<file path="src/hdl/wide_mod_pkg.sv">
`default_nettype none

package wide_mod_pkg;

  localparam int DIGIT_BITS    = 6;
  localparam int RESIDUE_BITS  = 6;  // enough for any modulus up to 63
  localparam int OPERAND_WORDS = 10;
  localparam int WB_DATA_BITS  = 32;

  localparam int DEFAULT_OPERAND_BITS = 300;
  localparam int DEFAULT_MODULUS      = 53;

  typedef logic [RESIDUE_BITS-1:0] residue_t;
  typedef logic [DIGIT_BITS-1:0]   digit_t;
  typedef logic [WB_DATA_BITS-1:0] wb_data_t;
  typedef logic [3:0]              wb_addr_t;

  localparam wb_addr_t ADDR_OPERAND_BASE = 4'd0;  // words 0..9, least significant first
  localparam wb_addr_t ADDR_CTRL         = 4'd10; // bit 0 starts a reduction
  localparam wb_addr_t ADDR_STATUS       = 4'd11; // bit 0 busy, bit 1 done
  localparam wb_addr_t ADDR_RESULT       = 4'd12; // residue in the low bits

  // two to the given power, reduced modulo the given modulus
  function automatic int pow2_mod(input int exponent, input int modulus);
    int acc;
    acc = 1 % modulus;
    for (int i = 0; i < exponent; i++)
    begin
      acc = (acc * 2) % modulus;
    end
    return acc;
  endfunction

endpackage

`default_nettype wire
</file>
<file path="src/hdl/stream_ifs.sv">
`timescale 1ns/1ps
`default_nettype none

// operand digits, least significant first, one per clock
interface digit_if
  import wide_mod_pkg::*;
();

  logic   valid;
  logic   first;
  logic   last;
  digit_t digit;

  modport source (output valid, output first, output last, output digit);
  modport sink   (input valid, input first, input last, input digit);

endinterface

// weighted digit residues in the same order as the digits
interface residue_if
  import wide_mod_pkg::*;
();

  logic     valid;
  logic     first;
  logic     last;
  residue_t residue;

  modport source (output valid, output first, output last, output residue);
  modport sink   (input valid, input first, input last, input residue);

endinterface

`default_nettype wire

</file>
<file path="src/hdl/wide_mod_top.sv">
`timescale 1ns/1ps
`default_nettype none

module wide_mod_top
  import wide_mod_pkg::*;
#(
  parameter int OPERAND_BITS = DEFAULT_OPERAND_BITS,
  parameter int MODULUS      = DEFAULT_MODULUS
) (
  input  logic     clk,
  input  logic     rst_n,
  input  logic     cyc,
  input  logic     stb,
  input  logic     we,
  input  wb_addr_t adr,
  input  wb_data_t dat_w,
  output wb_data_t dat_r,
  output logic     ack,
  output logic     irq
);

  logic [OPERAND_BITS-1:0] operand;
  logic                    start;
  logic                    busy;
  logic                    done;
  logic                    result_valid;
  residue_t                result;

  digit_if   digits ();
  residue_if residues ();

  assign irq = done;

  wb_operand_regs #(
    .OPERAND_BITS(OPERAND_BITS)
  ) u_regs (
    .clk    (clk),
    .rst_n  (rst_n),
    .cyc    (cyc),
    .stb    (stb),
    .we     (we),
    .adr    (adr),
    .dat_w  (dat_w),
    .dat_r  (dat_r),
    .ack    (ack),
    .operand(operand),
    .start  (start),
    .busy   (busy),
    .done   (done),
    .result (result)
  );

  mod_reduce_ctrl #(
    .OPERAND_BITS(OPERAND_BITS)
  ) u_ctrl (
    .clk         (clk),
    .rst_n       (rst_n),
    .operand     (operand),
    .start       (start),
    .digits      (digits.source),
    .result_valid(result_valid),
    .busy        (busy),
    .done        (done)
  );

  digit_residue_unit #(
    .MODULUS(MODULUS)
  ) u_digit (
    .clk     (clk),
    .rst_n   (rst_n),
    .digits  (digits.sink),
    .residues(residues.source)
  );

  residue_accumulator #(
    .MODULUS(MODULUS)
  ) u_acc (
    .clk         (clk),
    .rst_n       (rst_n),
    .residues    (residues.sink),
    .result      (result),
    .result_valid(result_valid)
  );

endmodule

`default_nettype wire

</file>
<file path="src/hdl/residue_accumulator.sv">
`timescale 1ns/1ps
`default_nettype none

module residue_accumulator
  import wide_mod_pkg::*;
#(
  parameter int MODULUS = DEFAULT_MODULUS
) (
  input  logic    clk,
  input  logic    rst_n,
  residue_if.sink residues,
  output residue_t result,
  output logic     result_valid
);

  residue_t              acc_q;
  residue_t              base;
  residue_t              folded;
  logic [RESIDUE_BITS:0] sum_next;  // both terms are below the modulus

  assign base     = residues.first ? '0 : acc_q;
  assign sum_next = base + residues.residue;
  assign folded   = (sum_next >= MODULUS) ? residue_t'(sum_next - MODULUS)
                                          : residue_t'(sum_next);

  // marks the cycle in which the final sum is captured into result
  assign result_valid = residues.valid & residues.last;

  always_ff @(posedge clk or negedge rst_n)
  begin
    if (!rst_n)
    begin
      acc_q  <= '0;
      result <= '0;
    end
    else if (residues.valid)
    begin
      acc_q <= folded;
      if (residues.last)
      begin
        result <= folded;
      end
    end
  end

endmodule

`default_nettype wire

</file>
<file path="src/hdl/digit_residue_unit.sv">
`timescale 1ns/1ps
`default_nettype none

module digit_residue_unit
  import wide_mod_pkg::*;
#(
  parameter int MODULUS = DEFAULT_MODULUS
) (
  input  logic      clk,
  input  logic      rst_n,
  digit_if.sink     digits,
  residue_if.source residues
);

  localparam residue_t WEIGHT_INIT = residue_t'(pow2_mod(0, MODULUS));
  localparam residue_t WEIGHT_STEP = residue_t'(pow2_mod(DIGIT_BITS, MODULUS)); // 64 mod M

  residue_t                  weight_q;  // weight of the next digit in the run
  residue_t                  cur_weight;
  logic [2*RESIDUE_BITS-1:0] weight_prod;
  logic [2*RESIDUE_BITS-1:0] s1_prod;
  logic                      s1_valid;
  logic                      s1_first;
  logic                      s1_last;

  assign cur_weight  = digits.first ? WEIGHT_INIT : weight_q;
  assign weight_prod = cur_weight * WEIGHT_STEP;

  always_ff @(posedge clk or negedge rst_n)
  begin
    if (!rst_n)
    begin
      weight_q       <= WEIGHT_INIT;
      s1_valid       <= 1'b0;
      residues.valid <= 1'b0;
    end
    else
    begin
      if (digits.valid)
      begin
        weight_q <= residue_t'(weight_prod % MODULUS);
      end
      s1_valid       <= digits.valid;
      residues.valid <= s1_valid;
    end
  end

  // stage 1 weights the digit, stage 2 folds the 12-bit product
  always_ff @(posedge clk)
  begin
    s1_prod           <= digits.digit * cur_weight;
    s1_first          <= digits.first;
    s1_last           <= digits.last;
    residues.residue  <= residue_t'(s1_prod % MODULUS);
    residues.first    <= s1_first;
    residues.last     <= s1_last;
  end

endmodule

`default_nettype wire

</file>
<file path="src/hdl/mod_reduce_ctrl.sv">
`timescale 1ns/1ps
`default_nettype none

module mod_reduce_ctrl
  import wide_mod_pkg::*;
#(
  parameter int OPERAND_BITS = DEFAULT_OPERAND_BITS
) (
  input  logic                    clk,
  input  logic                    rst_n,
  input  logic [OPERAND_BITS-1:0] operand,
  input  logic                    start,
  digit_if.source                 digits,
  input  logic                    result_valid,
  output logic                    busy,
  output logic                    done
);

  localparam int NUM_DIGITS  = (OPERAND_BITS + DIGIT_BITS - 1) / DIGIT_BITS;
  localparam int PADDED_BITS = NUM_DIGITS * DIGIT_BITS;
  localparam int IDX_BITS    = $clog2(NUM_DIGITS + 1);

  logic [PADDED_BITS-1:0] padded;
  logic [IDX_BITS-1:0]    idx;

  assign padded = PADDED_BITS'(operand); // top digit is zero filled

  always_ff @(posedge clk or negedge rst_n)
  begin
    if (!rst_n)
    begin
      digits.valid <= 1'b0;
      idx          <= '0;
      busy         <= 1'b0;
      done         <= 1'b0;
    end
    else
    begin
      if (start)
      begin
        digits.valid <= 1'b1;
        idx          <= IDX_BITS'(1); // digit 0 goes out with the start
      end
      else if (digits.valid && digits.last)
      begin
        digits.valid <= 1'b0;
      end
      else if (digits.valid)
      begin
        idx <= idx + 1'b1;
      end

      if (start)
      begin
        busy <= 1'b1;
        done <= 1'b0;
      end
      else if (result_valid)
      begin
        busy <= 1'b0;
        done <= 1'b1;  // held until the next start
      end
    end
  end

  always_ff @(posedge clk)
  begin
    if (start)
    begin
      digits.digit <= padded[DIGIT_BITS-1:0];
      digits.first <= 1'b1;
      digits.last  <= (NUM_DIGITS == 1);
    end
    else if (digits.valid && !digits.last)
    begin
      digits.digit <= padded[idx*DIGIT_BITS +: DIGIT_BITS];
      digits.first <= 1'b0;
      digits.last  <= (idx == IDX_BITS'(NUM_DIGITS - 1));
    end
  end

endmodule

`default_nettype wire

</file>
<file path="src/hdl/wb_operand_regs.sv">
`timescale 1ns/1ps
`default_nettype none

module wb_operand_regs
  import wide_mod_pkg::*;
#(
  parameter int OPERAND_BITS = DEFAULT_OPERAND_BITS
) (
  input  logic                    clk,
  input  logic                    rst_n,
  input  logic                    cyc,
  input  logic                    stb,
  input  logic                    we,
  input  wb_addr_t                adr,
  input  wb_data_t                dat_w,
  output wb_data_t                dat_r,
  output logic                    ack,
  output logic [OPERAND_BITS-1:0] operand,
  output logic                    start,
  input  logic                    busy,
  input  logic                    done,
  input  residue_t                result
);

  localparam int TOTAL_BITS = OPERAND_WORDS * WB_DATA_BITS;
  localparam logic [TOTAL_BITS-1:0] KEEP_MASK =
    {TOTAL_BITS{1'b1}} >> (TOTAL_BITS - OPERAND_BITS);

  logic [TOTAL_BITS-1:0] words;
  wb_addr_t              word_idx;
  wb_data_t              rd_data;
  logic                  req;
  logic                  op_sel;
  logic                  engaged;
  logic                  stall;

  assign req      = cyc & stb & ~ack;   // a new request, not the one being acked
  assign word_idx = adr - ADDR_OPERAND_BASE;
  assign op_sel   = word_idx < OPERAND_WORDS;
  assign engaged  = busy | start;       // busy only rises the cycle after start
  assign stall    = we & op_sel & engaged;

  assign operand = words[OPERAND_BITS-1:0];

  always_comb
  begin
    rd_data = '0;
    if (op_sel)
    begin
      rd_data = words[word_idx*WB_DATA_BITS +: WB_DATA_BITS]
              & KEEP_MASK[word_idx*WB_DATA_BITS +: WB_DATA_BITS]; // bits past the operand read zero
    end
    else if (adr == ADDR_STATUS)
    begin
      rd_data = {{(WB_DATA_BITS - 2){1'b0}}, done, busy};
    end
    else if (adr == ADDR_RESULT)
    begin
      rd_data = {{(WB_DATA_BITS - RESIDUE_BITS){1'b0}}, result};
    end
  end

  always_ff @(posedge clk or negedge rst_n)
  begin
    if (!rst_n)
    begin
      ack   <= 1'b0;
      start <= 1'b0;
    end
    else
    begin
      ack   <= req & ~stall;  // operand writes wait here until the engine is idle
      start <= req & we & (adr == ADDR_CTRL) & dat_w[0] & ~engaged;
    end
  end

  always_ff @(posedge clk)
  begin
    if (req && !stall)
    begin
      if (!we)
      begin
        dat_r <= rd_data;
      end
      else if (op_sel)
      begin
        words[word_idx*WB_DATA_BITS +: WB_DATA_BITS] <= dat_w;
      end
    end
  end

endmodule

`default_nettype wire

</file>
<file path="config.mk">
export PLATFORM = sky130hd
export DESIGN_NAME = wide_mod_top
export DESIGN_NICKNAME = d
export VERILOG_FILES = /design/src/hdl/wide_mod_pkg.sv /design/src/hdl/stream_ifs.sv /design/src/hdl/wide_mod_top.sv /design/src/hdl/residue_accumulator.sv /design/src/hdl/digit_residue_unit.sv /design/src/hdl/mod_reduce_ctrl.sv /design/src/hdl/wb_operand_regs.sv
export SDC_FILE = /design/constraint.sdc
export NUM_CORES = 1
export LEC_CHECK = 0
export ABC_CLOCK_PERIOD_IN_PS = 7400
export BUFFER_PORTS_ARGS = -buffer_cell sky130_fd_sc_hd__clkbuf_2
export CORE_AREA = 4 4 226 228
export CTS_CLUSTER_SIZE = 25
export DETAILED_ROUTE_END_ITERATION = 8
export DIE_AREA = 0 0 230 232
export HOLD_SLACK_MARGIN = 0.08
export PLACE_DENSITY = 0.81
export SYNTH_ARGS = -nofsm -noshare
export SYNTH_HDL_FRONTEND = slang
export SYNTH_SLANG_ARGS = --single-unit
</file>
<file path="constraint.sdc">
create_clock -name clk -period 7.4 [get_ports clk]
set_clock_uncertainty 0.2 [all_clocks]
set_input_delay 0.74 -clock clk [delete_from_list [all_inputs] [get_ports clk]]
set_output_delay 0.74 -clock clk [all_outputs]
set_load 0.005 [all_outputs]
</file>
==> reports/qor.yml <==
run_status:
  status: "finished clean"
drt:
  wire_per_inst_um: 26.48
  drt-initial-drc-count: 2656
  routed_wl_um: 75420
  vias_per_cell: 6.612
  vias: 18830
  drt_pre_antenna_iters: 5
  antenna_left: 0
  drc: 0
global_routing:
  grt_max_degree: 77
  grt.total_usage: 0.2772
  grt_pass1_vias: 18610
  globalRoute.totalOverflow: 0
  grt_pass1_wl_um: 113400
  antenna_found_initial: 8
cells_and_area:
  syn_to_final_growth_pct: 11.83
  n_fill_cell: 3813
  fin_area_mm2: 0.02831
  final-seq-area_mm2: 0.01202
  fin_nets: 2267
  multi_input_area_mm2: 0.01285
  fin_util: 0.5796
  drive_above_1_share: 0.2321
synth:
  synth_top_area_share: 0.4246
  ys_seq_elements: 413
  synth_xor_area_frac: 0.02333
  seq_area_frac_synth: 0.4743
  synth.top_cells.by_area: "edfxtp_1 (42%), mux4_2 (13%), and2_1 (6.3%), mux2i_1 (3.6%), ha_1 (3.1%)"
  postSynthAreaPerCell_um2: 12.17
  syn-cell-area_mm2: 0.02532
  syn_inst: 2081
  synth_cell_type_count: 115
  synthFlopType: "edfxtp_1"
  synthSimpleGateAreaFrac: 0.1569
  yosys_warnings: 0
  synth_compound_area_frac: 0.08931
  yosys.area.top_type: "edfxtp_1"
  async_reset_ff_frac: 0.07506
  synth_top_family_by_area: "multiplexers"
  synth_edf_count: 358
  synth_mux_area_frac: 0.1755
  syn-num-nets: 2206
  synthAdderAreaFrac: 0.04942
place:
  portBuffers: 74
  gp_congestion: 0.9519
  place_hpwl_um: 50490
  dpl_cell_area_mm2: 0.02654
floorplanning:
  die_h_um: 232
  initial_core_util: 0.5183
  dieArea_mm2: 0.05336
  rows: 81
  fp.dieW_um: 230
  io_pins: 75
  coreArea_mm2: 0.04885
setup_path:
  crit_type: "reg -> reg"
  rr_startpoint: "u_digit.weight_q[1]"
  critPathLaunch: "u_digit.weight_q[1]"
  cp-end-kind: "register"
  slowest_stage: "fa_1"
  cp-start-kind: "register"
  worstPathArrival_ns: 7.58
  path_max_fanout: 5
  cp.required_ns: 7.64
  path_common_cell: "o21a_1"
  crit_path_max_incr_delay_ns: 0.52
cts:
  clkSinkCount: 413
  cts_inserted_buffers: 42
  cts.clk_slew.worst_paths_ns: 0.06
  cts_max_path_buffers: 3
  htreeDepth: 2
  insertion_delay_ns: 0.59
  cts_tree: "done"
  cts_root_buffer: "clkbuf_16"
  ctsHoldBuffers: 0
flow_run:
  max_cap_violations: 0
sta:
  slew_viol_final: 0
  setup_viol_count_final: 0
  max_freq_mhz: 136.1
  rsz0062_at_grt: "yes"
  fin_crit_sh: 0.9926
  relSlewSlack: 0.1877
  tightest_slew_ns: 1.215
  period_minus_slack_ns: 7.346
  hold_viol_final: 0
min_path:
  hp-class: "in -> async"
logic make-up after synthesis:
group                      after synthesis
adders and majority gates               88
and+or+nand+nor                        749
muxes                                  259
xor gates and xnor gates                64
AOI/OAI and AO/OA                      312
DFF                                    413
buffers and inverters                  196
sequential cells by signal, indices dropped and copies added, names as in the netlist, 6 cells and up:
register                  flops
u_acc.acc_q                   6
u_regs.words                320
u_digit.s1_prod              12
u_ctrl.digits.digit           6
u_digit.residues.residue      6
u_digit.weight_q              6
u_regs.dat_r                 32
u_ctrl.idx                    6
u_acc.result                  6
timing repair:
| item | CTS | global route |
|---|---|---|
| resized for setup | 2 | 51 |
| pin swaps | 4 | 27 |
| setup endpoints to repair | 6 | 12 |
| setup buffers | 2 | 18 |
| cloned | 0 | 0 |
cell usage in the layout, fill, tap and decap left out, types with 57 or more instances in the layout:
master,netlist,final
a21oi_1,74,74
and2_1,255,250
buf_4,9,72
clkbuf_2,0,73
edfxtp_1,358,358
ha_1,63,57
inv_1,60,57
mux2i_1,92,91
mux4_2,144,144
nand2_1,108,108
nor2_1,204,193
Yosys cell counts (all sizes together), types with 15 or more instances:
| library cell | n |
|---|---|
| o22ai | 26 |
| edfxtp | 358 |
| mux2i | 95 |
| fa | 21 |
| o21ai | 55 |
| mux4 | 144 |
| nor2 | 209 |
| nor4 | 20 |
| xnor2 | 47 |
| inv | 62 |
| nand2 | 111 |
| ha | 63 |
| dfxtp | 24 |
| dfrtp | 30 |
| and2 | 255 |
| nand3 | 32 |
| a221oi | 15 |
| mux2 | 20 |
| a21oi | 79 |
| xor2 | 17 |
| nor3 | 28 |
| nor2b | 30 |
| clkbuf | 84 |
| buf | 49 |
metal layers:
metal  global-route usage  share of wire  vias up
met3              0.05839           0.11      301
met4               0.1484          0.063        2
met1               0.3501           0.35     9271
met5                    0        0.00017        -
met2               0.4521           0.47     1312
li1                     -              -     7946
worst max-delay path: cells and delay by family, from the launching register on:
kind | cells | cell delay (ns)
flops | 1 | 0.37
mux | 2 | 0.57
xor+xnor | 3 | 0.50
fa+ha+maj | 6 | 1.62
simple gates | 10 | 1.85
buf+inv | 3 | 0.29
compound gates | 9 | 1.80
final timing paths:
path	end	slack, ns	depth (start not counted)
hold reg to reg	u_digit.residues.first	0.14	0
max in group asynchronous	u_ctrl.idx[1]	6.26	1
min in group clk	u_digit.residues.first	0.14	0
setup reg to reg	u_digit.weight_q[2]	0.05	33
setup / recovery	u_digit.weight_q[2]	0.05	33
hold / removal	u_regs.start	0.08	1
stage by stage:
| stage | cells | hold slack, ns | TNS [ns] | worst slack, ns |
|---|---|---|---|---|
| floorplan | 2081 | 0.1096 | 0 | 0.001133 |
| global placement | 2742 | 0.1158 | 0 | 0.08894 |
| detailed placement | 2742 | 0.1255 | -0.5323 | -0.1426 |
| CTS | 2822 | 0.08797 | 0 | 0.02443 |
| global route | 2845 | 0.1464 | -0.9687 | -0.2030 |
| finish | 2848 | 0.07758 | 0 | 0.05441 |
final cells by class:
cell class,count,area share
timing repair buffer,150,0.03430
antenna,8,0.0007071
inverter,63,0.008353
sequential,413,0.4246
clock inverter,29,0.009546
clock buffer,49,0.03911
tap,664,0.02935
multi-input combinational,1472,0.4541
Power is left out: the tool's default activity adds up to more than one toggle a clock period on the data nets, which glitch-free logic cannot reach.
